$ cat config.mk
export PLATFORM = sky130hd
export DESIGN_NAME = write_beat_sink
export DESIGN_NICKNAME = d
export VERILOG_FILES = /design/src/hdl/axi_mem_pkg.sv /design/src/hdl/write_beat_sink.sv
export SDC_FILE = /design/constraint.sdc
export NUM_CORES = 1
export LEC_CHECK = 0
export BUFFER_PORTS_ARGS = -buffer_cell sky130_fd_sc_hd__buf_2
export CORE_MARGIN = 3
export CORE_UTILIZATION = 30
export CTS_CLUSTER_SIZE = 25
export DETAILED_ROUTE_END_ITERATION = 10
export MAX_ROUTING_LAYER = met4
export PLACE_DENSITY = 0.85
export SLEW_MARGIN = 20
export SYNTH_ARGS = -nofsm -noshare
export SYNTH_HDL_FRONTEND = slang
export SYNTH_SLANG_ARGS = --single-unit
$ cat constraint.sdc
create_clock -name clk -period 2.45 [get_ports clk]
set_input_delay 0.49 -clock clk [delete_from_list [all_inputs] [get_ports clk]]
set_output_delay 0.49 -clock clk [all_outputs]
set_load 0.1 [all_outputs]
$ cat src/hdl/axi_mem_pkg.sv
package axi_mem_pkg;

    // id space, one transfer slot per id and direction
    localparam int id_len = 2;
    localparam int num_ids = 4;

    // one beat is always one full word
    localparam int data_width = 32;
    localparam int strb_width = data_width / 8;

    // byte address into a 256 word memory
    localparam int addr_len = 16;
    localparam int word_addr_len = 8;

    // encoding follows the AXI awburst/arburst field
    typedef enum logic [1:0] {
        FIXED = 2'd0,
        INCR  = 2'd1,
        WRAP  = 2'd2
    } burst_type_e;

    typedef enum logic {
        RESP_IDLE = 1'b0,   // no write response on the bus
        RESP_HOLD = 1'b1    // bvalid up, waiting for bready
    } resp_state_e;

endpackage

$ cat src/hdl/write_beat_sink.sv
module write_beat_sink (
    input  logic                                  clk,
    input  logic                                  reset,
    input  logic [axi_mem_pkg::data_width-1:0]    wdata,
    input  logic [axi_mem_pkg::strb_width-1:0]    wstrb,
    input  logic                                  wvalid,
    input  logic [axi_mem_pkg::id_len-1:0]        head_id,
    input  logic                                  head_valid,
    input  logic [axi_mem_pkg::addr_len-1:0]      sel_addr,
    input  logic                                  sel_last,
    input  logic                                  bready,
    output logic                                  step,
    output logic                                  release_slot,
    output logic                                  pop,
    output logic                                  mem_wr_en,
    output logic [axi_mem_pkg::word_addr_len-1:0] mem_wr_addr,
    output logic [axi_mem_pkg::data_width-1:0]    mem_wr_data,
    output logic [axi_mem_pkg::strb_width-1:0]    mem_wr_strb,
    output logic [axi_mem_pkg::id_len-1:0]        bid,
    output logic                                  bvalid
);

    axi_mem_pkg::resp_state_e state;
    logic [axi_mem_pkg::num_ids-1:0] done;   // all beats of that id stored
    logic beat;

    // wready is tied high, so a valid beat is a taken beat
    assign beat = wvalid && head_valid;
    assign step = beat;
    assign mem_wr_en = beat;
    assign mem_wr_addr = sel_addr[axi_mem_pkg::word_addr_len+1:2];
    assign mem_wr_data = wdata;
    assign mem_wr_strb = wstrb;

    assign pop = (state == axi_mem_pkg::RESP_IDLE) && head_valid && done[head_id];
    assign release_slot = pop;
    assign bvalid = (state == axi_mem_pkg::RESP_HOLD);

    always_ff @(posedge clk) begin
        if (reset) begin
            state <= axi_mem_pkg::RESP_IDLE;
            done <= '0;
        end else begin
            if (pop) begin
                done[head_id] <= 1'b0;
                state <= axi_mem_pkg::RESP_HOLD;
            end else if (state == axi_mem_pkg::RESP_HOLD && bready) begin
                state <= axi_mem_pkg::RESP_IDLE;
            end
            if (beat && sel_last)
                done[head_id] <= 1'b1;
        end
    end

    always_ff @(posedge clk) begin
        if (pop)
            bid <= head_id;
    end

endmodule

==> impl_results.md <==
* VDD IR max at 0.323 mV
* DRT Pass-1 Iters at 4
* Prevailing post-synth register cell: dfxtp_1
* Post-Syn Nets at around 140
* CTS tree: yes
* Worst-path cell chain: buf_2 -> mux4_2 -> and3b_2 -> buf_2
* CP Max Fanout at 10
* Maximum clock frequency at 443 MHz
* Final hold violation count at 0
* GRT Total Usage at 0.0887
* WHS Endpoint: done[2]
* Crit-path slowest cell: mux4_2
* Routed Antenna Nets at 0
* Crit. Startpoint: head_id[0]
* P_int at 0.197 mW
* Layout cells sized above 1 at 0.426
* # rows at 16
* FILL cells at 234
* Syn_area_per_cell at 9.14 µm²
* Global-route wire length before repair at between 1.5 and 2 mm
* Max Slew Vio Count at 0
* # IOs at around 110
* Vias per cell at 4.97
* R2R depth at 2
* Cell family with most CP delay: multiplexers
* Number of CTS-inserted buffers at 3
* Cells taking the most area after synthesis: buf_4 (50%), dfxtp_1 (14%), edfxtp_1 (8.6%)
* Worst-Skew Late Latency at 0.25 ns
* WL per Instance at approximately 16 µm
* Crit path buffers/inverters at 2
* Final wirelength at 1.19 mm
* H-tree levels at 1
* CTS clk-pin slew, worst paths at 0.05 ns
* DIE HEIGHT at 54.1 µm
* Worst hold path stage count at 2
* Starting Density at 0.334
* #FFs+latches synth at 7
* Setup TNS at 0 ns
* # setup viols final at 0
* Synth unique cells at 20
* CP Launch Type: input port
* Unrepaired setup endpoints after global routing: false
* MaxCap Viol Count at 0
* Net Sw Frac at 0.280
* Port bufs at 14
* Number of synthesized flops with an enable pin at 2
* Reg-to-reg setup timing slack at 1.16 ns
* Hold Startpoint: done[2]
* Congestion Overflow GR at 0
* CP max stage delay at 0.53 ns
* Synth Cell Area at 694 µm²
* Die Width at 54.1 µm
* Crit path top cell by count: buf_2
* CORE AREA at 2080 µm²
* Hold_buf cts at 0
* Tcrit/Tclk final at 0.921
* Area Growth Syn to Fin at -32.4%
* HP Class: register to register
* Share of total power in the clock network at 0.384
* WP data required at 1.96 ns
* Resized Gates After CTS at 0
* Ys async rst share at 0
* Antenna diodes at 0
* Worst-Margin Slew at 0.485 ns
* Rel. slew slack at 0.679
* Postcts setup bufs at 0
* Clock sink count at 7
* Critical Path Sink Type: output port
* HPWL Detailed at 896 µm
* Synth area leader: buf_4
* CTS root buf: clkbuf_4
* Initial antenna violation count at 0
* Arrival @ worst endpoint at 1.77 ns
* Nets at 108
* Most frequent cell after synthesis: buf_4
* Largest net degree at the start of global routing at 11
* Die Area at 2930 µm²
* Post-synthesis sequential area ratio at 0.231
* DRC viols at 0
* Critical setup path kind: input port to output port
* Initial DRC count at 4
* Power per cell area at 582 nW/µm²
* Share of the synthesized area in the top cell type at 0.497
* Vias at 368
* Total power at 0.273 mW
* R2R Path Start: done[0]
* Vias in the first global route at 341
* YS warnings at 0
* Setup ws final at slightly below 0.2 ns
* Clk_skew at 0.00206 ns
* Register share of total power at 0.447
* Post-synth top cells: buf_4 (46), dfxtp_1 (5), o32ai_1 (4), inv_1 (3)
* Combinational Power Share at 0.169
* Leak at between 0.15 and 0.2 nW
* GPL Wtd Cong at between 0.7 and 0.8
* Max clock buf depth at 2
* Cells after synthesis at 76
* Setup WS pre-CTS at 0.195 ns
* P_sw at 0.0765 mW
* End of the worst register-to-register path: bid[0]
* Final min period at 2.26 ns
* Status: complete, no violations
## cells by family (layout without fill, tap and decap cells)
logic type	Yosys count	after routing	share of synthesized area
DFF	7	7	0.231
buffers and inverters	50	21	0.530
muxes	1	1	0.0324
and+or+nand+nor	13	13	0.144
AOI/OAI and AO/OA	5	5	0.0631
## cell type report
class | count | area (µm²) | area share
Multi-Input combinational cell | 19 | 168 | 0.357
Clock buffer | 4 | 26.3 | 0.0560
Timing Repair Buffer | 14 | 70.1 | 0.149
Inverter | 3 | 11.3 | 0.0240
Tap cell | 27 | 33.8 | 0.0720
Sequential cell | 7 | 160 | 0.341
## worst max-delay path by stage
stage,endpoint,cells past startpoint,slack [ns]
2_1_floorplan,release_slot,4,0.10
3_3_place_gp,release_slot,4,0.22
3_5_place_dp,release_slot,4,0.19
4_1_cts,release_slot,4,0.19
5_1_grt,pop,4,0.14
6_report,pop,4,0.19
## cells in the final DEF, fill, tap and decap left out, types with 2 or more instances in the layout
| cell | n |
|---|---|
| o32ai_1 | 4 |
| inv_1 | 3 |
| buf_2 | 14 |
| nand2b_1 | 2 |
| edfxtp_1 | 2 |
| dfxtp_1 | 5 |
| clkbuf_4 | 3 |
## power groups by stage
stage | Clock, mW | Combinational [mW] | Sequential [mW]
CTS | 0.109 | 0.0460 | 0.122
floorplan | 0 | 0.370 | 0.128
detailed placement | 0 | 0.0459 | 0.125
finish | 0.105 | 0.0461 | 0.122
global route | 0.118 | 0.0497 | 0.122
global placement | 0 | 0.0450 | 0.124
## through the flow
step	hold slack (ns)	utilization	area [µm²]	cells
floorplan	0.449	-	696	76
global placement	0.459	0.213	443	70
detailed placement	0.474	0.213	443	70
CTS	0.482	0.225	469	74
global route	0.489	0.225	469	74
finish	0.480	0.225	469	74
## flip-flops by register name (all words and copies together) (netlist names)
signal and cells:
bvalid 1, bid 2, done 4
## metal layers
metal	GRT usage	wire length, µm	vias up
met5	-	0	-
met4	0.0622	53	0
met3	0.0970	281	16
met2	0.0948	442	47
met1	0.0893	417	153
li1	-	-	152
## worst reg2reg max path, cell delays in order, from the launching register on
cell and delay (ns):
dfxtp_1 0.32, mux4_2 0.47, and3b_2 0.26
(Power assumes the default switching activity.)
