$ cat src/hdl/axi_mem_pkg.sv
package axi_mem_pkg;

    // id space, one transfer slot per id and direction
    localparam int id_len = 2;
    localparam int num_ids = 4;

    // one beat is always one full word
    localparam int data_width = 32;
    localparam int strb_width = data_width / 8;

    // byte address into a 256 word memory
    localparam int addr_len = 16;
    localparam int word_addr_len = 8;

    // encoding follows the AXI awburst/arburst field
    typedef enum logic [1:0] {
        FIXED = 2'd0,
        INCR  = 2'd1,
        WRAP  = 2'd2
    } burst_type_e;

    typedef enum logic {
        RESP_IDLE = 1'b0,   // no write response on the bus
        RESP_HOLD = 1'b1    // bvalid up, waiting for bready
    } resp_state_e;

endpackage

$ cat src/hdl/read_beat_issuer.sv
module read_beat_issuer (
    input  logic                                  clk,
    input  logic                                  reset,
    input  logic [axi_mem_pkg::num_ids-1:0]       busy,
    input  logic [axi_mem_pkg::addr_len-1:0]      sel_addr,
    input  logic                                  sel_last,
    input  logic [axi_mem_pkg::data_width-1:0]    mem_data,
    input  logic                                  rready,
    output logic [axi_mem_pkg::id_len-1:0]        sel_id,
    output logic                                  step,
    output logic                                  release_slot,
    output logic [axi_mem_pkg::word_addr_len-1:0] mem_addr,
    output logic [axi_mem_pkg::id_len-1:0]        rid,
    output logic [axi_mem_pkg::data_width-1:0]    rdata,
    output logic                                  rlast,
    output logic                                  rvalid
);

    logic any_busy;
    logic can_load;

    // highest numbered active id gets the data path
    always_comb begin
        any_busy = 1'b0;
        sel_id = '0;
        for (int i = 0; i < axi_mem_pkg::num_ids; i++) begin
            if (busy[i]) begin
                any_busy = 1'b1;
                sel_id = i[axi_mem_pkg::id_len-1:0];
            end
        end
    end

    assign can_load = !rvalid || rready;  // output reg empty or draining
    assign step = any_busy && can_load;
    assign release_slot = step && sel_last;
    assign mem_addr = sel_addr[axi_mem_pkg::word_addr_len+1:2];

    always_ff @(posedge clk) begin
        if (reset)
            rvalid <= 1'b0;
        else if (can_load)
            rvalid <= any_busy;
    end

    // beat payload, held while stalled
    always_ff @(posedge clk) begin
        if (step) begin
            rid <= sel_id;
            rdata <= mem_data;
            rlast <= sel_last;
        end
    end

endmodule

$ cat config.mk
export PLATFORM = sky130hd
export DESIGN_NAME = read_beat_issuer
export DESIGN_NICKNAME = d
export VERILOG_FILES = /design/src/hdl/axi_mem_pkg.sv /design/src/hdl/read_beat_issuer.sv
export SDC_FILE = /design/constraint.sdc
export NUM_CORES = 1
export LEC_CHECK = 0
export ABC_AREA = 1
export BUFFER_PORTS_ARGS = -buffer_cell sky130_fd_sc_hd__buf_2
export CORE_UTILIZATION = 40
export CTS_BUF_LIST = sky130_fd_sc_hd__clkbuf_16
export DETAILED_ROUTE_END_ITERATION = 8
export GPL_TIMING_DRIVEN = 0
export PLACE_DENSITY = 0.93
export SYNTH_ARGS = -nofsm -noshare
export SYNTH_HDL_FRONTEND = slang
export SYNTH_SLANG_ARGS = --single-unit
$ cat constraint.sdc
create_clock -name clk -period 4.4 [get_ports clk]
set_clock_uncertainty 0.2 [all_clocks]
set_input_delay 0.44 -clock clk [delete_from_list [all_inputs] [get_ports clk]]
set_output_delay 0.44 -clock clk [all_outputs]
set_load 0.01 [all_outputs]
==> summary.md <==
| Metric | Value |
|---|---|
| Outcome | finished, violations left |
| Failing checks | DRC |
| Tcrit/Tclk final | slightly below 60% |
| Cells after synthesis | 60 |
| GR Layer Usage met1 | 15.50% |
| # port buffers | 87 |
| Worst-Margin Slew | between 1 and 1.5 ns |
| R2R Path End | rid[0] |
| Top-area cell type share of the netlist area | between 80 and 90% |
| Async set-reset flop share out of synthesis | 0% |
| Final hold viol count | 0 |
| Placed cell count | about 180 |
| Startpoint types | flop |
| Max-cap viol count | 0 |
| 1st-iter DRT viols | 31 |
| Met2 Use GR | 26.02% |
| WP data arrival | approximately 1.9 ns |
| Worst r2r src | rvalid |
| Slew headroom | 15.69% |
| Top Family by Delay on Critical Path | buffers and inverters |
| Die W | approximately 57 um |
| CTS root buffer | clkbuf_16 |
| Total GRT Usage | between 10% and 20% |
| Ranking of synthesized cells by area | edfxtp_1, buf_4, inv_1 |
| Critical path buffers and inverters | 2 |
| Global route overflow | 0 |
| Setup violators final | 0 |
| Nets | 210 |
| Commonest cells post-synth | edfxtp_1, buf_4, inv_1, nand2_1, nor2_2 |
| Worst-path cell chain | nand2_1 > nand2_1 > inv_1 > buf_2 |
| DR vias/cell | approximately 4.4 |
| Initial core utilization | 42.82% |
| Reg clk slew, reported paths | 0.05 ns |
| CP required | about 3.8 ns |
| CTS tree | yes |
| DIE HEIGHT | approximately 57 um |
| # hold bufs at CTS | 0 |
| Min-Delay Path Class | in -> reg |
| Met3 Use GR | around 7.1% |
| Critical Path Most Common Cell | nand2_1 |
| Max Slew Vio Count | 0 |
| Syn avg cell area | approximately 20 um^2 |
| Layer with the highest usage | met2 |
| DRT antenna net count | 0 |
| Ys Warns | 0 |
| Distinct cell type count after synthesis | 9 |
| Pre-Repair DR Iteration Count | 7 |
| Die area | 3226 um^2 |
| Critical path's largest stage delay | ~0.90 ns |
| I/O Pins | 104 |
| Setup bufs post-CTS | 0 |
| First-pass GRT wire length | about 3.5 mm |
| Post-synth EDFFs | 35 |
| Post-CTS resize count | 0 |
| Post-synthesis cell area | approximately 1200 um^2 |
| Clk buf depth | 2 |
| Static Leak | just under 0.9 nW |
| Final TNS setup | 0 ns |
| Cell with the most instances after synthesis | edfxtp_1 |
| Syn nets | about 120 |
| Worst setup EP type | output port |
| Initial antenna violation count | 0 |
| R2R Setup Slk | around 2.4 ns |
| Detailed-route wire length per cell | around 13 um |
| Fmax | around 0.4 GHz |
| CTS Buf Count | 5 |
| N_diodes | 0 |
| Filler instances | 230 |
| H-tree depth | 2 |
| Total wire length | between 2 and 2.5 mm |
| GP Congestion | approximately 0.64 |
| Yosys reg bits | 36 |
| WHS Endpoint | rdata[25] |
| Setup CP Type | reg -> out |
| Dpl hpwl | about 1.8 mm |
| Synth Flop Type | edfxtp_1 |
| Dominant cell type by area after synthesis | edfxtp_1 |
| Worst hold stages | 1 |
| Largest net degree at the start of global routing | 37 |
| Hold path startpoint | mem_data[25] |
| DRC viols | 19 |
| Clock Latency Late Sink | 0.27 ns |
| Core Region | 2805 um^2 |
| Largest vdd supply drop | roughly 0.25 mV |
| Crit-path max FO | 36 |
| Non-filler cells, final | around 190 |
| P per Cell Area | ~480 nW/um^2 |
| Row count | 19 |
| RSZ-0062 raised after global routing | no |
| Final period demand of the worst path | about 2.6 ns |
| Synth-to-Final Area Change | 53.12% |
| FF-to-FF path depth | 3 |
| CP max stage cell | inv_1 |
| Register area share after synthesis | roughly nine tenths |
| Ratio of cells with drive above 1 in the final layout | 67.10% |
| Clock sinks | 36 |
| Vias | between 800 and 900 |
| Vias in the first global route | ~760 |
## metrics by stage
| step | total power [mW] | area [um^2] | setup slack, ns | hold slack, ns | utilization, % |
|---|---|---|---|---|---|
| 6_report | 0.8760 | 1839 | 1.825 | 0.1431 | 65.57 |
| 5_1_grt | 0.9051 | 1839 | 1.617 | 0.1374 | 65.57 |
| 3_3_place_gp | 0.4992 | 1675 | 1.857 | 0.3468 | 59.72 |
| 3_5_place_dp | 0.5020 | 1675 | 1.812 | 0.3733 | 59.72 |
| 2_1_floorplan | 0.4531 | 1201 | 2.425 | 0.3389 | - |
| 4_1_cts | 0.8835 | 1839 | 1.782 | 0.1394 | 65.57 |
## metal layers
| metal | up-vias | routed length, um |
|---|---|---|
| met5 | - | 0 |
| met3 | 3 | 354 |
| li1 | 391 | - |
| met4 | 0 | 14 |
| met1 | 362 | 820 |
| met2 | 71 | 1161 |
## cells by family after synthesis
group | Yosys count | share of synthesized area (%)
flops | 36 | 89.17
compound gates | 1 | 0.6252
simple gates | 8 | 3.020
buf+inv | 15 | 7.188
## placed cells by master (no fill, tap or decap), drive strengths merged
cell	n
edfxtp	35
clkbuf	5
inv	8
buf	95
o21bai	1
dfxtp	1
clkinv	1
nand2	4
bufinv	1
nand3	1
nor2	3
## flip-flops by register name (all words and copies together) (netlist names)
register and cells:
rlast 1, rvalid 1, rdata 32, rid 2
## final cells by class
cell class / instances / area (um^2) / share of cell area [%]
timing repair buffer: 87 / 435.4 / 23.67
tap: 31 / 38.79 / 2.109
clock buffer: 5 / 125.1 / 6.803
inverter: 7 / 26.28 / 1.429
multi-input combinational: 9 / 43.79 / 2.381
buffer: 8 / 60.06 / 3.265
clock inverter: 3 / 38.79 / 2.109
sequential: 36 / 1071 / 58.23
## worst max-delay path by stage
stage          cells past startpoint  slack [ns]    start    to
2_1_floorplan                      4        2.43   rready  step
3_3_place_gp                       6        1.86  busy[2]  step
3_5_place_dp                       6        1.81  busy[2]  step
4_1_cts                            4        1.78   rvalid  step
5_1_grt                            4        1.62   rvalid  step
6_report                           4        1.83   rvalid  step
## worst register-to-register path, delay by kind of cell (launching register included)
kind | cells | cell delay [ns]
buf+inv | 1 | 0.90
flops | 1 | 0.30
simple gates | 2 | 0.15
## where the power goes
part / leakage, nW / internal (mW) / switching [mW]
clock: 0.0850 / 0.263 / 0.119
sequential: 0.362 / 0.407 / 0.00564
combinational: 0.432 / 0.0379 / 0.0434
No activity file was read; power rests on OpenSTA's default activity.
