===== config.mk =====
export PLATFORM = sky130hd
export DESIGN_NAME = write_id_fifo
export DESIGN_NICKNAME = d
export VERILOG_FILES = /design/src/hdl/axi_mem_pkg.sv /design/src/hdl/write_id_fifo.sv
export SDC_FILE = /design/constraint.sdc
export NUM_CORES = 1
export LEC_CHECK = 0
export BUFFER_PORTS_ARGS = -buffer_cell sky130_fd_sc_hd__clkbuf_2
export CAP_MARGIN = 5
export CORE_ASPECT_RATIO = 1.1
export CORE_UTILIZATION = 35
export CTS_BUF_LIST = sky130_fd_sc_hd__clkbuf_8
export CTS_CLUSTER_SIZE = 20
export DETAILED_ROUTE_END_ITERATION = 8
export GPL_TIMING_DRIVEN = 1
export PLACE_DENSITY = 0.52
export SETUP_SLACK_MARGIN = 0.5
export SKIP_LAST_GASP = 1
export SYNTH_ARGS = -nofsm -noshare
export SYNTH_HDL_FRONTEND = slang
export SYNTH_SLANG_ARGS = --single-unit
export TNS_END_PERCENT = 50

===== constraint.sdc =====
create_clock -name clk -period 1.9 [get_ports clk]
set_input_delay 0 -clock clk [delete_from_list [all_inputs] [get_ports clk]]
set_output_delay 0 -clock clk [all_outputs]
set_load 0.02 [all_outputs]

===== src/hdl/axi_mem_pkg.sv =====
package axi_mem_pkg;

    // id space, one transfer slot per id and direction
    localparam int id_len = 2;
    localparam int num_ids = 4;

    // one beat is always one full word
    localparam int data_width = 32;
    localparam int strb_width = data_width / 8;

    // byte address into a 256 word memory
    localparam int addr_len = 16;
    localparam int word_addr_len = 8;

    // encoding follows the AXI awburst/arburst field
    typedef enum logic [1:0] {
        FIXED = 2'd0,
        INCR  = 2'd1,
        WRAP  = 2'd2
    } burst_type_e;

    typedef enum logic {
        RESP_IDLE = 1'b0,   // no write response on the bus
        RESP_HOLD = 1'b1    // bvalid up, waiting for bready
    } resp_state_e;

endpackage


===== src/hdl/write_id_fifo.sv =====
module write_id_fifo (
    input  logic                           clk,
    input  logic                           reset,
    input  logic                           push,
    input  logic [axi_mem_pkg::id_len-1:0] push_id,
    input  logic                           pop,
    output logic [axi_mem_pkg::id_len-1:0] head_id,
    output logic                           head_valid
);

    // one entry per id, so the queue can never overflow
    logic [axi_mem_pkg::num_ids-1:0] ent_valid;
    logic [axi_mem_pkg::id_len-1:0]  ent_id [axi_mem_pkg::num_ids];

    logic [axi_mem_pkg::num_ids-1:0] shift_valid;
    logic [axi_mem_pkg::id_len-1:0]  shift_id [axi_mem_pkg::num_ids];
    logic [axi_mem_pkg::id_len-1:0]  ins_idx;

    // queue as it looks after this cycle's pop
    always_comb begin
        for (int i = 0; i < axi_mem_pkg::num_ids - 1; i++) begin
            shift_valid[i] = pop ? ent_valid[i+1] : ent_valid[i];
            shift_id[i] = pop ? ent_id[i+1] : ent_id[i];
        end
        shift_valid[axi_mem_pkg::num_ids-1] = pop ? 1'b0 : ent_valid[axi_mem_pkg::num_ids-1];
        shift_id[axi_mem_pkg::num_ids-1] = ent_id[axi_mem_pkg::num_ids-1];

        ins_idx = '0;
        for (int i = axi_mem_pkg::num_ids - 1; i >= 0; i--) begin
            if (!shift_valid[i])
                ins_idx = i[axi_mem_pkg::id_len-1:0]; // lowest free entry wins
        end
    end

    always_ff @(posedge clk) begin
        if (reset) begin
            ent_valid <= '0;
        end else begin
            ent_valid <= shift_valid;
            if (push)
                ent_valid[ins_idx] <= 1'b1;
        end
    end

    always_ff @(posedge clk) begin
        ent_id <= shift_id;
        if (push)
            ent_id[ins_idx] <= push_id;
    end

    assign head_id = ent_id[0];
    assign head_valid = ent_valid[0];

endmodule


==> summary.txt, run 1 <==
Place
  • PortBufs: 8
  • Final HPWL DP: around 730 um
  • Final Wtd Congestion: 0.714

STA
  • Worst Skew: 0.000680 ns
  • Rel. slew slack: approximately three quarters
  • Setup TNS: 0 ns
  • Final min period: between 1 and 1.5 ns
  • RSZ-0062 raised after global routing: false
  • Hold_ws: 0.118 ns
  • Final Setup Violations: 0
  • Tcrit/Tclk final: 72.2%
  • Slew Limit Fails: 0
  • Final Hold Vio Count: 0
  • Fmax: approximately 0.73 GHz
  • Least-Margin Pin Slew: ~0.36 ns

Hold path
  • Class of the worst hold path: in -> reg
  • Hold EP: ent_valid[2]
  • Hold depth: 3
  • Worst hold path startpoint: push

Synth
  • Syn_nets: 62
  • Mapped cell area: between 600 and 700 um2
  • XOR/XNOR Fraction of Synth Area: 0%
  • Largest family of logic cells by synthesized area: multiplexers
  • Synth cell types: 27
  • Post-Synthesis Cells: between 50 and 60
  • Syn. warnings: 0
  • Syn avg cell area: 10.7 um2
  • Sequential element share of the synthesized area: 43.3%
  • Post-synthesis mux area share: between 20 and 25%
  • Adder-cell share of the synthesized area: 0%
  • Post-synthesis compound-gate area fraction: between 10% and 20%
  • Synthesized flop and latch total: 12
  • Fraction of the mapped netlist area in simple logic gates: 16.0%

Worst setup path
  • Reg2reg end: ent_id[3]
  • Crit-path cells: or3b_4 > a21oi_4 > mux2_2
  • Crit-path slowest cell: or3b_4
  • Crit. End Element: flop
  • CP arrival: approximately 1.5 ns
  • Worst-path fanout max: 6
  • Critical path type: reg -> reg
  • CP Launch Type: flop
  • Number of stages on the worst setup path: 3
  • WP buf/inv: 0
  • Critical path's largest stage delay: a little under 0.4 ns
  • Worst r2r src: ent_valid[0]
  • R2R cell count: 3
  • R2r setup slk: roughly 0.53 ns
  • Crit path max-delay family: simple AND/OR/NAND/NOR gates
  • WP data required: 2.03 ns

Floorplanning
  • Row count: 15
  • Full die area: around 1900 um2
  • Initial Utilization: a little under two fifths
  • Die H: roughly 45 um
  • I/O pin cnt: 9
  • Chip Width: a little over 40 um
  • CORE AREA: 1600 um2

Clocking
  • CTS Buf Count: 3
  • Clk sink count: 12
  • CTS clk-pin slew, worst paths: approximately 0.050 ns
  • CTS tree: done
  • CTS root buffer: clkbuf_8
  • Max clock buf depth: 2
  • H-tree levels: 1
  • Setup bufs post-CTS: 0
  • Clock Latency Late Sink: between 0.2 and 0.25 ns

Route
  • Final ANT Viol Nets: 0
  • Wire per inst: about 13 um
  • Drt pass-1 iters: 3
  • Via/cell ratio: about 5.3
  • Post-route DRC: 0
  • DRT iter0 DRCs: 6
  • Drt total wl: between 1000 and 1500 um
  • Vias post-DR: 441

Global route
  • Gr usage total: 12.8%
  • Initial antenna violation count: 0
  • Global route overflow: 0
  • Largest net degree at the start of global routing: 19
  • Vias in the first global route: ~400
  • Global-route wire length before repair: between 1500 and 2000 um

Final layout
  • Register area: ~270 um2
  • Nets: 73
  • Area of the multi-input gates: roughly 310 um2
  • Commonest non-fill, non-tap cell in the layout: mux2_2
  • Fill cells: 161
  • Most frequent cells in the layout: mux2_2 (10), dfxtp_1 (8), clkbuf_2 (8)
  • Inserted Diodes: 0
  • Layout area overhead: 21.2%
  • Fraction of layout cells with a size suffix above 1: between 40% and 50%

Flow run
  • Max_cap viols: 0

Power and ir drop
  • Leak: approximately 0.00027 uW
  • Cell Pwr Density: 885 nW/um2
  • Max IR drop VDD: approximately 300 uV

Run status
  • Status: complete, no violations
[where the power goes]
group          internal (uW)  switching [uW]  leakage, uW
sequential               275            11.6     0.000103
combinational           44.3            37.8     0.000139
clock                    183            92.3    0.0000288
[worst reg2reg max path, stage by stage (launching register included)]
cell	delay [ns]
dfxtp_4	0.37
or3b_4	0.39
a21oi_4	0.17
mux2_2	0.34
[cell type report]
cell class                      count  share of cell area (%)
Multi-Input combinational cell     39                    43.1
Sequential cell                    12                    36.8
Timing Repair Buffer               11                    9.62
Clock buffer                        4                    7.56
Tap cell                           17                    2.92
[Yosys cell counts, drive strengths merged]
| cell type | n | area, um2 |
|---|---|---|
| nor3b | 1 | 7.51 |
| nor2 | 1 | 3.75 |
| buf | 5 | 36.3 |
| or3b | 1 | 8.76 |
| nand2 | 4 | 15.0 |
| o2111ai | 1 | 8.76 |
| o21ai | 2 | 10.0 |
| mux2 | 12 | 135 |
| or2 | 1 | 6.26 |
| nor2b | 1 | 6.26 |
| nand2b | 2 | 12.5 |
| dfxtp | 10 | 200 |
| a21oi | 4 | 23.8 |
| and3 | 1 | 6.26 |
| and3b | 1 | 8.76 |
| a21bo | 1 | 10.0 |
| o211ai | 1 | 7.51 |
| nand3 | 1 | 5.00 |
| nand3b | 1 | 7.51 |
| and4 | 1 | 8.76 |
| edfxtp | 2 | 60.1 |
| a31oi | 2 | 12.5 |
[per-stage QoR]
stage	std cells	cell area [um2]	util (%)	power, uW	worst slack, ns
floorplan	56	602	-	358	0.538
detailed placement	76	627	39.3	371	0.524
CTS	83	712	44.6	658	0.517
global placement	76	627	39.3	371	0.542
finish	83	728	45.6	644	0.528
global route	83	728	45.6	678	0.498
[how the worst max path moves through the flow]
stage	startpoint	to	slack, ns
4_1_cts	ent_valid[2]	ent_id[2]	0.52
3_3_place_gp	ent_valid[2]	ent_id[2]	0.54
2_1_floorplan	ent_valid[0]	ent_id[2]	0.54
3_5_place_dp	ent_valid[2]	ent_id[2]	0.52
5_1_grt	ent_valid[0]	ent_id[2]	0.50
6_report	ent_valid[0]	ent_id[3]	0.53
[cells by family (layout without fill, tap and decap cells)]
family | count (synthesis) | after routing
AOI/OAI and AO/OA | 11 | 11
buffers and inverters | 5 | 15
DFF | 12 | 12
muxes | 12 | 12
and+or+nand+nor | 16 | 16
[layer usage]
metal	global-route usage, %	vias up	routed length (um)
met1	14.9	203	518
met2	19.4	10	477
li1	-	224	-
met5	0	-	0
met4	9.68	0	25
met3	4.76	4	42
[timing repair]
action,in CTS,in global routing
resized for setup,0,5
setup endpoints to repair,0,2
endpoints found under the hold margin,6,0
hold buffers,3,0
(Power assumes the default switching activity.)
==> run 2: changes to the inputs <==
--- a/config.mk
+++ b/config.mk
@@ -5,6 +5,7 @@
 export SDC_FILE = /design/constraint.sdc
 export NUM_CORES = 1
 export LEC_CHECK = 0
+export ABC_AREA = 1
 export BUFFER_PORTS_ARGS = -buffer_cell sky130_fd_sc_hd__clkbuf_2
 export CAP_MARGIN = 5
 export CORE_ASPECT_RATIO = 1.1
==> constraint.sdc (replaced) <==
create_clock -name clk -period 1.4 [get_ports clk]
set_input_delay 0 -clock clk [delete_from_list [all_inputs] [get_ports clk]]
set_output_delay 0 -clock clk [all_outputs]
set_load 0.02 [all_outputs]
==> run 2 against run 1 <==
The run now ends with DRC left. Synthesized cell count is 55% higher. Area after synthesis is 9.8% higher. Routed wire length is 30% higher. Setup slack worse by 0.22 ns. Non-clock buffer count is 9 higher.
==> summary.txt, run 2 <==
Run status
  • Status: finished with violations
  • Failing checks: DRC

Worst setup path
  • R2r setup slk: slightly above 0.3 ns
  • Critical path startpoint: ent_valid[2]
  • Worst r2r src: ent_valid[2]
  • CP Launch Type: flop
  • Critical path type: reg -> reg
  • WP data required: 1.36 ns
  • CP arrival: 1.05 ns
  • R2R cell count: 6
  • Worst-path fanout max: 4
  • Crit. End Element: flop

Synth
  • Largest family of logic cells by synthesized area: simple AND/OR/NAND/NOR gates
  • Synth cell types: 21
  • Post-synthesis compound-gate area fraction: roughly 7.6%
  • Top-count cell post-synth: nand2_1
  • Adder-cell share of the synthesized area: 0%
  • Post-synthesis mux area share: slightly above 3%
  • Mapped cell area: between 600 and 700 um2
  • Yosys top cell by area: dfxtp_1
  • XOR/XNOR Fraction of Synth Area: 0%
  • Fraction of the mapped netlist area in simple logic gates: just over 40%
  • Post-Synthesis Cells: a little under 90
  • Sequential element share of the synthesized area: slightly below 40%
  • Syn_nets: 93
  • Syn avg cell area: ~7.6 um2
  • Syn. warnings: 0
  • Async SR Flop Fraction: 0%
  • Share of the synthesized area in the top cell type: 30.4%
  • Ranking of synthesized cells by area: dfxtp_1 (30%), nand2_1 (17%), edfxtp_1 (9.1%), nand2_2 (5.7%), nand3_1 (4.6%)
  • Synthesized flop and latch total: 12
  • EDFF count, synth: 2
  • Synth Flop Type: dfxtp_1
  • Commonest cells in the synthesized netlist: nand2_1 (30), dfxtp_1 (10), inv_1 (7)

Floorplanning
  • Chip Width: ~43 um
  • I/O pin cnt: 9
  • Initial Utilization: ~37%
  • Row count: 16
  • Full die area: 2060 um2
  • Die H: around 48 um
  • CORE AREA: about 1800 um2

Hold path
  • Class of the worst hold path: in -> reg
  • Worst hold path startpoint: push_id[1]

Global route
  • Vias in the first global route: 526
  • Gr usage total: between 10% and 20%
  • Global-route wire length before repair: around 2200 um
  • Largest net degree at the start of global routing: 10
  • Initial antenna violation count: 0
  • Global route overflow: 0

Final layout
  • Commonest non-fill, non-tap cell in the layout: nand2_1
  • Nets: 115
  • Fill cells: about 170
  • Inserted Diodes: 0
  • Fraction of layout cells with a size suffix above 1: a little under 50%
  • Most frequent cells in the layout: nand2_1 (27), buf_4 (10), nand2_2 (8), clkbuf_2 (8), dfxtp_1 (6)
  • Layout area overhead: 32.8%

STA
  • Fmax: about 0.92 GHz
  • Final Setup Violations: 0
  • Rel. slew slack: 85.3%
  • Final Hold Vio Count: 0
  • Tcrit/Tclk final: 78.0%
  • Slew Limit Fails: 0
  • Setup TNS: 0 ns
  • Worst setup margin: slightly above 0.3 ns
  • Worst Skew: 0.000465 ns
  • Final min period: 1.09 ns
  • Least-Margin Pin Slew: roughly 0.22 ns
  • RSZ-0062 raised after global routing: true

Power and ir drop
  • Clock power frac: approximately two fifths
  • Cell Pwr Density: around 1100 nW/um2
  • Switching Share: 26.8%
  • Share of power burned in registers: a little over 40%
  • Leak: ~0.00044 uW
  • Internal power: between 700 and 800 uW
  • Combinational share of power: 21.0%
  • Max IR drop VDD: 596 uV
  • Switch Pwr: approximately 270 uW

Clocking
  • H-tree levels: 1
  • Max clock buf depth: 2
  • Clk sink count: 12
  • CTS clk-pin slew, worst paths: approximately 0.05 ns
  • Clock Latency Late Sink: between 0.2 and 0.25 ns
  • CTS tree: done
  • CTS root buffer: clkbuf_8
  • CTS Buf Count: 3

Route
  • DRT iter0 DRCs: 5
  • Post-route DRC: 2
  • Wire per inst: ~11 um
  • Drt total wl: ~1400 um
  • Via/cell ratio: between 4 and 5
  • Final ANT Viol Nets: 0
  • Vias post-DR: around 600
  • Drt pass-1 iters: 6

Place
  • Final Wtd Congestion: ~0.87
  • Final HPWL DP: around 950 um
  • PortBufs: 8
  • Place WS: between 0.2 and 0.25 ns

Flow run
  • Max_cap viols: 0
[run 2: cell count changes in the layout (fill, tap and decap cells not counted), moves of 3 or more]
cell     change
mux2_2      -10
dfxtp_2      +3
nand3_1      +4
inv_1        +3
nand2_1     +23
inv_2        +5
buf_4       +10
nand2_4      +3
nand2_2      +8
[run 2: repair_timing]
action,CTS,global route
setup endpoints to repair,10,12
hold endpoints to repair,3,1
resized for setup,8,3
hold buffers,1,1
setup buffers,7,2
pin swaps,5,4
[run 2: power groups by stage]
stage	Sequential, uW	Clock [uW]	Combinational [uW]
floorplan	410	0	140
global placement	409	0	169
detailed placement	410	0	169
CTS	404	387	194
global route	409	406	228
finish	405	378	208
[run 2: through the flow]
step           instances  hold WS [ns]  cell area (um2)  total power (uW)  utilization (%)
2_1_floorplan         87        0.0624              668               549                -
3_3_place_gp         111         0.229              712               578             40.0
3_5_place_dp         111         0.232              712               579             40.0
4_1_cts              123       0.00358              843               985             47.3
5_1_grt              126        0.0121              876              1040             49.2
6_report             126        0.0124              876               991             49.2
[run 2: critical path: stages, from the launching register on]
cell	delay (ns)
dfxtp_2	0.35
inv_4	0.05
nand2_2	0.08
nand2_2	0.07
nor2_2	0.10
nand3_2	0.10
inv_2	0.07
[run 2: cell families after synthesis]
logic type | count (synthesis)
AOI/OAI and AO/OA | 8
muxes | 2
buffers and inverters | 12
DFF | 12
and+or+nand+nor | 53
[run 2: layout make-up]
| type | count | area, um2 | area share (%) |
|---|---|---|---|
| multi-input cells | 63 | 359 | 41.0 |
| inverters | 9 | 36.3 | 4.14 |
| repair buffers | 20 | 135 | 15.4 |
| clock buffers | 4 | 55.1 | 6.29 |
| well taps | 18 | 22.5 | 2.57 |
| flip-flops and latches | 12 | 268 | 30.6 |
[run 2: worst min-delay path by stage]
stage	to	depth (start not counted)
floorplan	ent_valid[3]	1
global placement	ent_valid[3]	2
detailed placement	ent_valid[3]	2
CTS	flop	1
global route	flop	1
finish	flop	1
[run 2: per-layer routing]
metal | track usage, % | wire length [um] | vias up
li1 | - | - | 314
met2 | 25.5 | 681 | 8
met4 | 6.25 | 24 | 0
met1 | 17.4 | 640 | 277
met3 | 4.53 | 36 | 4
met5 | 0 | 0 | -
