### config.mk
export PLATFORM = sky130hd
export DESIGN_NAME = burst_tracker
export DESIGN_NICKNAME = d
export VERILOG_FILES = /design/src/hdl/axi_mem_pkg.sv /design/src/hdl/burst_tracker.sv
export SDC_FILE = /design/constraint.sdc
export NUM_CORES = 1
export LEC_CHECK = 0
export BUFFER_PORTS_ARGS = -buffer_cell sky130_fd_sc_hd__buf_4
export CAP_MARGIN = 10
export CELL_PAD_IN_SITES_DETAIL_PLACEMENT = 1
export CELL_PAD_IN_SITES_GLOBAL_PLACEMENT = 1
export CORE_ASPECT_RATIO = 0.9
export CORE_UTILIZATION = 35
export DETAILED_ROUTE_END_ITERATION = 6
export PLACE_DENSITY = 0.56
export SLEW_MARGIN = 10
export SYNTH_ARGS = -nofsm -noshare
export SYNTH_HDL_FRONTEND = slang
export SYNTH_SLANG_ARGS = --single-unit
### constraint.sdc
create_clock -name clk -period 3.86 [get_ports clk]
set_input_delay 0.386 -clock clk [delete_from_list [all_inputs] [get_ports clk]]
set_output_delay 0.386 -clock clk [all_outputs]
set_load 0.01 [all_outputs]
### src/hdl/axi_mem_pkg.sv
package axi_mem_pkg;

    // id space, one transfer slot per id and direction
    localparam int id_len = 2;
    localparam int num_ids = 4;

    // one beat is always one full word
    localparam int data_width = 32;
    localparam int strb_width = data_width / 8;

    // byte address into a 256 word memory
    localparam int addr_len = 16;
    localparam int word_addr_len = 8;

    // encoding follows the AXI awburst/arburst field
    typedef enum logic [1:0] {
        FIXED = 2'd0,
        INCR  = 2'd1,
        WRAP  = 2'd2
    } burst_type_e;

    typedef enum logic {
        RESP_IDLE = 1'b0,   // no write response on the bus
        RESP_HOLD = 1'b1    // bvalid up, waiting for bready
    } resp_state_e;

endpackage

### src/hdl/burst_tracker.sv
module burst_tracker (
    input  logic                                   clk,
    input  logic                                   reset,
    input  logic                                   start,
    input  logic [axi_mem_pkg::id_len-1:0]         start_id,
    input  logic [axi_mem_pkg::addr_len-1:0]       start_addr,
    input  logic [7:0]                             start_len,
    input  axi_mem_pkg::burst_type_e               start_burst,
    input  logic                                   step,
    input  logic                                   release_slot,
    input  logic [axi_mem_pkg::id_len-1:0]         sel_id,
    output logic [axi_mem_pkg::num_ids-1:0]        busy,
    output logic [axi_mem_pkg::addr_len-1:0]       sel_addr,
    output logic                                   sel_last
);

    logic [axi_mem_pkg::num_ids-1:0]  slot_valid;
    logic [axi_mem_pkg::addr_len-1:0] slot_base [axi_mem_pkg::num_ids];
    logic [7:0]                       slot_len  [axi_mem_pkg::num_ids];
    logic [7:0]                       slot_cnt  [axi_mem_pkg::num_ids];
    axi_mem_pkg::burst_type_e         slot_kind [axi_mem_pkg::num_ids];

    logic [axi_mem_pkg::addr_len-1:0] offset;
    logic [axi_mem_pkg::addr_len-1:0] wrap_mask;
    logic [axi_mem_pkg::addr_len-1:0] linear;

    always_ff @(posedge clk) begin
        if (reset) begin
            slot_valid <= '0;
        end else begin
            if (release_slot)
                slot_valid[sel_id] <= 1'b0;
            if (start)
                slot_valid[start_id] <= 1'b1; // start only ever hits a free slot
        end
    end

    always_ff @(posedge clk) begin
        if (step)
            slot_cnt[sel_id] <= slot_cnt[sel_id] + 8'd1;
        if (start) begin
            slot_base[start_id] <= start_addr;
            slot_len[start_id] <= start_len;
            slot_kind[start_id] <= start_burst;
            slot_cnt[start_id] <= 8'd0;
        end
    end

    // beat offset and wrap window, both in bytes
    always_comb begin
        offset = '0;
        offset[9:0] = {slot_cnt[sel_id], 2'b00};
        wrap_mask = '0;
        wrap_mask[9:0] = {slot_len[sel_id], 2'b00};
        linear = slot_base[sel_id] + offset;
        case (slot_kind[sel_id])
            axi_mem_pkg::FIXED: sel_addr = slot_base[sel_id];
            axi_mem_pkg::INCR:  sel_addr = linear;
            axi_mem_pkg::WRAP:  sel_addr = (linear & wrap_mask) | (slot_base[sel_id] & ~wrap_mask);
            default:            sel_addr = linear;   // reserved code walks like INCR
        endcase
    end

    assign busy = slot_valid;
    assign sel_last = (slot_cnt[sel_id] == slot_len[sel_id]);

endmodule

==> out/qor.csv, run 1 <==
metric;value;unit
CP Launch Type;primary input;
GRT met1 Usage;0.222;
Seq/Total Area, Yosys;0.632;
Switching Fraction;0.257;
synth top area cells;edfxtp_1 (51%), dfxtp_1 (12%), mux4_2 (8.9%);
Pleak;0.00260;µW
Rel. slew slack;0.198;
Synth Flop Type;edfxtp_1;
largest area contributor in the netlist;edfxtp_1;
flops & latches, synth;140;
nets;494;
pwr/cell area;584;mW/mm²
max_cap viols;0;
Vias;3541;
power share of the sequential group;0.414;
Clock power frac;0.419;
initial antenna violation count;0;
post-placement cell count;665;
Final Cycle Share;0.948;
initial core utilization;0.359;
Fillers;1682;
Final Hold Fails;0;
H-Tree Depth;4;
synthesized cell area;0.00608;mm²
routed length per instance;20.7;µm
Crit Path Category;in -> out;
RSZ-0062 raised after global routing;no;
syn nets;432;
area of the multi-input gates;0.00210;mm²
Worst-path clk slew;0.06;ns
Net Sw Power;1110;µW
Post-synth EDFFs;104;
routability cong.;0.756;
CP Max Fanout;12;
DRC;0;
worst setup margin;0.203;ns
# IOs;56;
arrival time at the worst endpoint;3.27;ns
DP HPWL;9400;µm
final instance area;0.00738;mm²
FP Rows;45;
final antenna-violating net count;0;
wirelength, routed;14400;µm
peak supply drop;0.000361;V
Crit. End Element;output port;
Setup-failing EPs final;0;
Vias/cell;5.08;
Final TNS setup;0;ns
minimum clock period;3.66;ns
fin. max-slew vios;0;
Async SR Flop Fraction;0;
hold slack;0.147;ns
highest clock rate;273;MHz
M2 GR Usage;0.289;
Placed Area;0.00672;mm²
Yosys warnings;0;
Core Area;0.0169;mm²
worst skew pair latency;0.43;ns
vias in the first global route;3921;
distinct cell type count of the synthesized netlist;43;
TritonRoute pass-1 iters;4;
port bufs;55;
Final Skew;0.00352;ns
post-synth top area share;0.514;
CTS Buffer Depth;2;
min-delay worst type;in -> reg;
Die Width;141;µm
GRT Max-Usage Layer;met2;
Die H;127;µm
TritonCTS buffer count;17;
Synth Area per Inst;15.7;µm²
Synth Instances;387;
Internal;3200;µW
clk sinks;140;
Root Driver;clkbuf_16;
Post-Layout Cell Count;697;
status;completed;
Reg area;0.00384;mm²
Area Growth Syn to Fin;21.3;%
combinational share of power;0.166;
Place WS;0.201;ns
Remaining Overflow, GRT;0;
Post-CTS Setup Repair Bufs;0;
GR Util met3;0.0439;
Least-Margin Pin Slew;1.20;ns
required time worst endpoint;3.47;ns
violation count after the first detailed-route iteration;150;
# diodes;0;
share of layout cells above drive strength 1;0.292;
first-pass GRT wire length;22700;µm
Die Area;0.0179;mm²
CTS tree;yes;
GR Util All Layers;0.176;
largest net degree at the start of global routing;36;
[power groups by stage]
| stage | logic, µW | clock network, µW | registers (µW) |
|---|---|---|---|
| after detailed placement | 718 | 0 | 1820 |
| after floorplan | 468 | 0 | 1800 |
| after CTS | 724 | 1840 | 1790 |
| after global routing | 784 | 1900 | 1800 |
| final | 716 | 1810 | 1780 |
| after global placement | 705 | 0 | 1810 |
[metrics by stage]
step	power [µW]	utilization
4_1_cts	4350	0.435
3_3_place_gp	2520	0.396
6_report	4310	0.435
5_1_grt	4480	0.435
3_5_place_dp	2530	0.396
2_1_floorplan	2270	-
[registers in the layout, summed over array words and instances (netlist names)]
signal,count
slot_len,32
slot_cnt,32
slot_kind,8
busy,4
slot_base,64
[synthesized netlist by cell type, types with 2 or more instances]
cell,number
clkbuf_1,5
nor3_1,4
buf_2,6
o211ai_1,2
and3b_1,2
mux2i_1,12
mux4_1,7
nor2_1,42
ha_1,9
nand3_1,6
mux2_2,3
a211oi_1,22
o21ai_0,5
nor2b_1,2
nand2_1,13
xnor2_1,16
mux4_4,3
edfxtp_1,104
nand3b_1,3
inv_1,3
a21o_1,3
dfxtp_1,36
mux4_2,24
nand4_1,4
xor2_1,4
and3_4,2
buf_6,4
buf_4,4
xor2_2,2
and3_1,5
a21oi_1,18
[worst paths after layout]
check	cells past startpoint	to	start	slack (ns)
worst min-delay path	2	busy[3]	reset	0.15
worst min register to register	2	busy[3]	busy[3]	0.50
worst max-delay path	10	sel_addr[15]	sel_id[0]	0.20
worst max register to register	5	slot_cnt[1][2]	slot_cnt[1][0]	1.90
[layer usage]
metal  vias up  part of all wire
li1       1641                 -
met1      1823              0.47
met2        61              0.48
met3        16             0.037
met4         0             0.015
met5         -                 0
[cell type report]
class / instances / share of cell area
multi-input cells: 224 / 0.285
flip-flops and latches: 140 / 0.521
clock buffers: 19 / 0.0614
clock inverters: 13 / 0.0271
well taps: 235 / 0.0399
inverters: 3 / 0.00153
repair buffers: 63 / 0.0641
[placed cells by master (no fill, tap or decap), types with 4 or more instances in the layout]
cell / instances
a211oi_1: 22
a21oi_1: 17
and3_1: 4
buf_4: 63
bufinv_16: 4
clkbuf_16: 17
dfxtp_1: 36
edfxtp_1: 104
ha_1: 9
inv_6: 6
mux2i_1: 12
mux4_1: 7
mux4_2: 24
nand2_1: 13
nand3_1: 6
nand4_1: 4
nor2_1: 41
nor3_1: 4
o21ai_0: 5
xnor2_1: 16
xor2_1: 4
[repair_timing]
action | CTS | global route
gates resized for setup | 0 | 1
endpoints found under the setup margin | 0 | 1
hold buffers | 0 | 0
[critical path, cell delays in order]
cell and delay, ns:
buf_4 0.25, buf_4 0.29, mux4_2 0.59, ha_1 0.30, a21oi_1 0.22, nor2_1 0.13, o21ai_0 0.55, a211oi_1 0.20
xor2_1 0.20, buf_4 0.15
[kinds of logic after synthesis]
family,synth area share
AO/OA/AOI/OAI,0.0599
AND/OR/NAND/NOR,0.0671
multiplexers,0.157
XOR/XNOR,0.0368
adder cells (fa/ha/maj),0.0218
flip-flops,0.632
buffers and inverters,0.0255
Power figures use the tool's default switching activity.
==> run 2: changes to the inputs <==
PLACE_DENSITY = 0.59   (was 0.56)
==> out/qor.csv, run 2 (synthesis gave the netlist of run 1 again) <==
metric;value;unit;change
wirelength, routed;14300;µm;was 14400 µm
# diodes;0;;unchanged
Root Driver;clkbuf_16;;unchanged
Largest Register;slot_base;;unchanged
Core Area;0.0169;mm²;unchanged
largest net degree at the start of global routing;36;;unchanged
crit-path cells;buf_4 > mux4_1 > ha_1 > fa_1 > a21o_1 > a21oi_1 > o211ai_1 > nand4_1 > xnor2_1 > buf_4;;was buf_4 > buf_4 > mux4_2 > ha_1 > a21oi_1 > nor2_1 > o21ai_0 > a211oi_1 > xor2_1 > buf_4
crit path buf inv count;2;;was 3
Vias/cell;5.11;;was 5.08
power share of the sequential group;0.439;;was 0.414
routed length per instance;20.5;µm;was 20.7 µm
share of layout cells above drive strength 1;0.283;;was 0.292
Crit Path Category;in -> out;;unchanged
fin. max-slew vios;0;;unchanged
largest registers;slot_base (64), slot_cnt (32), slot_len (32);;unchanged
Post-CTS Setup Repair Bufs;0;;unchanged
CP max stage delay;0.63;ns;was 0.59 ns
RSZ-0062 raised after global routing;no;;unchanged
Remaining Overflow, GRT;0;;unchanged
worst skew pair latency;0.42;ns;was 0.43 ns
most common cell after layout, fill and taps aside;edfxtp_1;;unchanged
Switching Fraction;0.259;;was 0.257
post-CTS sizing;0;;unchanged
CTS tree;yes;;unchanged
hold slack;0.162;ns;was 0.147 ns
# IOs;56;;unchanged
Worst-path clk slew;0.06;ns;about the same
Final Cycle Share;0.941;;was 0.948
DRC;0;;unchanged
wire length on met3;540;µm;was 538 µm
metal2 WL;6910;µm;was 6890 µm
Slowest cell on crit path;mux4_1;;was mux4_2
Vias;3564;;was 3541
CP Max Fanout;13;;was 12
hold_buf cts;0;;unchanged
combinational share of power;0.176;;was 0.166
violation count after the first detailed-route iteration;222;;was 150
Die Area;0.0179;mm²;unchanged
Die H;127;µm;unchanged
arrival time at the worst endpoint;3.24;ns;was 3.27 ns
area of the multi-input gates;0.00209;mm²;was 0.00210 mm²
Internal;3010;µW;was 3200 µW
Least-Margin Pin Slew;1.17;ns;was 1.20 ns
max_cap viols;0;;unchanged
min-delay worst type;in -> reg;;unchanged
Final TNS setup;0;ns;unchanged
first-pass GRT wire length;22300;µm;was 22700 µm
final antenna-violating net count;0;;unchanged
vias in the first global route;3897;;was 3921
status;completed;;unchanged
r2r setup slk;1.91;ns;was 1.90 ns
nets;495;;was 494
minimum clock period;3.63;ns;was 3.66 ns
Post-Layout Cell Count;698;;was 697
CP dominant cell by count;buf_4;;unchanged
highest clock rate;275;MHz;was 273 MHz
Fillers;1714;;was 1682
routability cong.;0.751;;was 0.756
delay-heaviest family, CP;compound AO/OA/AOI/OAI gates;;unchanged
Final Hold Fails;0;;unchanged
commonest cells after routing, fill and taps aside;edfxtp_1 (104), buf_4 (64), nor2_1 (41);;was edfxtp_1 (104), buf_4 (63), nor2_1 (41)
Setup-failing EPs final;0;;unchanged
CTS Buffer Depth;2;;unchanged
CP Launch Type;primary input;;unchanged
pwr/cell area;557;mW/mm²;was 584 mW/mm²
post-placement cell count;666;;was 665
TritonCTS buffer count;17;;unchanged
peak supply drop;0.000359;V;was 0.000361 V
clk sinks;140;;unchanged
M1 WL;6630;µm;was 6770 µm
TritonRoute pass-1 iters;4;;unchanged
Final Skew;0.00663;ns;was 0.00352 ns
Net Sw Power;1050;µW;was 1110 µW
Crit. End Element;output port;;unchanged
Die Width;141;µm;unchanged
Area Growth Syn to Fin;20.0;%;was 21.3%
port bufs;55;;unchanged
Pleak;0.00257;µW;was 0.00260 µW
Highest Signal Layer;met4;;unchanged
Rel. slew slack;0.219;;was 0.198
GR Util All Layers;0.174;;was 0.176
H-Tree Depth;4;;unchanged
Reg area;0.00384;mm²;unchanged
Clock power frac;0.385;;was 0.419
FP Rows;45;;unchanged
initial core utilization;0.359;;unchanged
DP HPWL;9500;µm;was 9400 µm
max FFs per register;64;;unchanged
required time worst endpoint;3.47;ns;about the same
initial antenna violation count;0;;unchanged
## run 2: cell count changes in the layout (fill, tap and decap cells not counted), moves of 2 or more
cell	previous run	this run
bufinv_16	4	2
clkbuf_8	2	0
clkinv_1	0	2
clkinv_2	0	3
clkinv_4	1	4
inv_6	6	2
## run 2: power groups by stage
stage | Combinational [µW] | Sequential [µW] | Clock, µW
after floorplan | 468 | 1800 | 0
after global placement | 703 | 1810 | 0
after detailed placement | 723 | 1820 | 0
after CTS | 727 | 1780 | 1610
after global routing | 789 | 1790 | 1660
final | 715 | 1780 | 1570
## run 2: metrics by stage
| step | setup WS, ns | utilization | cell area [µm²] | total power, µW |
|---|---|---|---|---|
| global placement | 0.271 | 0.397 | 6720 | 2510 |
| floorplan | 0.547 | - | 6080 | 2270 |
| global route | 0.0222 | 0.431 | 7300 | 4250 |
| detailed placement | 0.185 | 0.397 | 6720 | 2540 |
| CTS | 0.167 | 0.431 | 7300 | 4120 |
| finish | 0.229 | 0.431 | 7300 | 4070 |
## run 2: layer usage
metal | GRT usage | vias up
met3 | 0.0405 | 15
met5 | 0 | -
met1 | 0.226 | 1841
li1 | - | 1645
met4 | 0.0671 | 0
met2 | 0.284 | 63
## run 2: final timing paths
kind                                       end  cells past startpoint      startpoint
worst max-delay path              sel_addr[12]                     10       sel_id[0]
worst min-delay path                   busy[1]                      2           reset
worst max register to register  slot_cnt[2][7]                      5  slot_cnt[3][2]
worst min register to register  slot_cnt[0][1]                      2  slot_cnt[0][1]
## run 2: layout make-up
class / instances / share of cell area
flip-flops and latches: 140 / 0.527
multi-input cells: 224 / 0.287
repair buffers: 64 / 0.0658
clock buffers: 17 / 0.0583
well taps: 235 / 0.0403
clock inverters: 15 / 0.0202
inverters: 3 / 0.00154
==> run 3: changes to the inputs <==
CELL_PAD_IN_SITES_DETAIL_PLACEMENT = 2   (was 1)
CELL_PAD_IN_SITES_GLOBAL_PLACEMENT = 2   (was 1)
PLACE_DENSITY = 0.66   (was 0.59)
==> out/qor.csv, run 3 (synthesis gave the netlist of run 1 again) <==
metric;value;unit;change
status;completed;;unchanged
# IOs;56;;unchanged
largest registers;slot_base (64), slot_cnt (32), slot_len (32);;unchanged
GR Util All Layers;0.192;;was 0.174
Switching Fraction;0.261;;was 0.259
Crit Path Category;reg -> out;;was in -> out
wirelength, routed;15500;µm;was 14300 µm
CTS Buffer Depth;2;;unchanged
Final Skew;0.0122;ns;was 0.00663 ns
Remaining Overflow, GRT;0;;unchanged
min-delay worst type;in -> reg;;unchanged
RSZ-0062 raised after global routing;no;;unchanged
RR Endpoint;slot_cnt[1][2];;was slot_cnt[2][7]
max FFs per register;64;;unchanged
DRC;0;;unchanged
Fillers;1630;;was 1714
Internal;3110;µW;was 3010 µW
combinational share of power;0.171;;was 0.176
Final TNS setup;0;ns;unchanged
Net Sw Power;1100;µW;was 1050 µW
Largest Register;slot_base;;unchanged
r2r setup slk;1.85;ns;was 1.91 ns
routability cong.;0.744;;was 0.751
final instance area;0.00734;mm²;was 0.00730 mm²
Vias;3567;;was 3564
minimum clock period;3.57;ns;was 3.63 ns
Placed Area;0.00673;mm²;was 0.00672 mm²
routed length per instance;22.2;µm;was 20.5 µm
worst skew pair latency;0.43;ns;was 0.42 ns
nets;495;;unchanged
initial core utilization;0.359;;unchanged
Die Area;0.0179;mm²;unchanged
commonest cells after routing, fill and taps aside;edfxtp_1 (104), buf_4 (64), nor2_1 (41);;unchanged
Clock power frac;0.403;;was 0.385
Crit. End Element;output port;;unchanged
fin. max-slew vios;0;;unchanged
TritonRoute pass-1 iters;4;;unchanged
Die Width;141;µm;unchanged
Post-CTS Setup Repair Bufs;0;;unchanged
Final Util;0.433;;was 0.431
TritonCTS buffer count;17;;unchanged
port bufs;55;;unchanged
initial antenna violation count;0;;unchanged
total power;4200;µW;was 4070 µW
share of layout cells above drive strength 1;0.289;;was 0.283
Worst-path clk slew;0.06;ns;about the same
Core Area;0.0169;mm²;unchanged
power share of the sequential group;0.426;;was 0.439
Pleak;0.00258;µW;was 0.00257 µW
Final Cycle Share;0.926;;was 0.941
CP Max Fanout;4;;was 13
peak supply drop;0.000327;V;was 0.000359 V
most common cell after layout, fill and taps aside;edfxtp_1;;unchanged
worst hold start;reset;;unchanged
Area Growth Syn to Fin;20.7;%;was 20.0%
worst r2r src;slot_cnt[1][0];;was slot_cnt[3][2]
H-Tree Depth;4;;unchanged
Least-Margin Pin Slew;0.994;ns;was 1.17 ns
CTS tree;yes;;unchanged
violation count after the first detailed-route iteration;174;;was 222
Hold Crit Depth;2;;unchanged
max_cap viols;0;;unchanged
R2R depth;5;;unchanged
Die H;127;µm;unchanged
DP HPWL;10300;µm;was 9500 µm
first-pass GRT wire length;24500;µm;was 22300 µm
vias in the first global route;4077;;was 3897
FP Rows;45;;unchanged
CP Launch Type;flip-flop;;was primary input
Root Driver;clkbuf_16;;unchanged
arrival time at the worst endpoint;3.19;ns;was 3.24 ns
Final Hold Fails;0;;unchanged
Rel. slew slack;0.336;;was 0.219
# diodes;0;;unchanged
pwr/cell area;573;mW/mm²;was 557 mW/mm²
Setup-failing EPs final;0;;unchanged
required time worst endpoint;3.47;ns;about the same
Vias/cell;5.11;;about the same
final antenna-violating net count;0;;unchanged
largest net degree at the start of global routing;36;;unchanged
clk sinks;140;;unchanged
Hold EP;busy[1];;unchanged
highest clock rate;280;MHz;was 275 MHz
run 3: changes by cell type in the layout (fill, tap and decap cells not counted), sizes merged:
| cell | before | now |
|---|---|---|
| clkinv | 9 | 3 |
| inv | 5 | 6 |
| bufinv | 2 | 3 |
| clkbuf | 17 | 20 |
| clkinvlp | 2 | 3 |
run 3: metrics by stage:
stage,cells,setup slack [ns],hold WS (ns)
2_1_floorplan,387,0.547,0.455
3_3_place_gp,666,0.199,0.470
3_5_place_dp,666,0.170,0.482
4_1_cts,698,0.158,0.122
5_1_grt,698,0.0312,0.125
6_report,698,0.287,0.140
run 3: worst max path at each step:
stage                    startpoint      endpoint
detailed placement        sel_id[0]  sel_addr[15]
global route              sel_id[0]  sel_addr[15]
CTS                       sel_id[0]  sel_addr[15]
global placement          sel_id[0]  sel_addr[15]
floorplan                 sel_id[0]  sel_addr[12]
finish              slot_base[3][2]  sel_addr[14]
run 3: critical path, cell delays in order, from the launching register on:
cell and delay (ns):
edfxtp_1 0.37, mux4_2 0.53, ha_1 0.24, fa_1 0.42
a21o_1 0.18, a21oi_1 0.34, o211ai_1 0.24, nand4_1 0.18
xnor2_1 0.13, buf_4 0.14
run 3: cell type report:
type                    instances  area [µm²]  area share
clock buffers                  20         447      0.0609
multi-input cells             224        2100       0.286
repair buffers                 64         480      0.0655
flip-flops and latches        140        3840       0.524
well taps                     235         294      0.0401
inverters                       3        11.3     0.00153
clock inverters                12         161      0.0220
run 3: repair_timing:
action	4_1_cts	5_1_grt
hold buffers	0	0
resized for setup	0	1
setup endpoints to repair	0	1
run 3: metal layers:
layer	track usage	part of all wire	routed length, µm	vias up
li1	-	-	-	1646
met1	0.250	0.47	7240	1842
met3	0.0472	0.030	463	13
met2	0.316	0.49	7590	66
met5	0	0	0	-
met4	0.0607	0.011	176	0
run 3: power groups by stage:
stage	Sequential, µW	Combinational (µW)	Clock (µW)
finish	1790	719	1690
global route	1800	793	1780
CTS	1790	732	1730
detailed placement	1820	726	0
global placement	1810	700	0
floorplan	1800	468	0
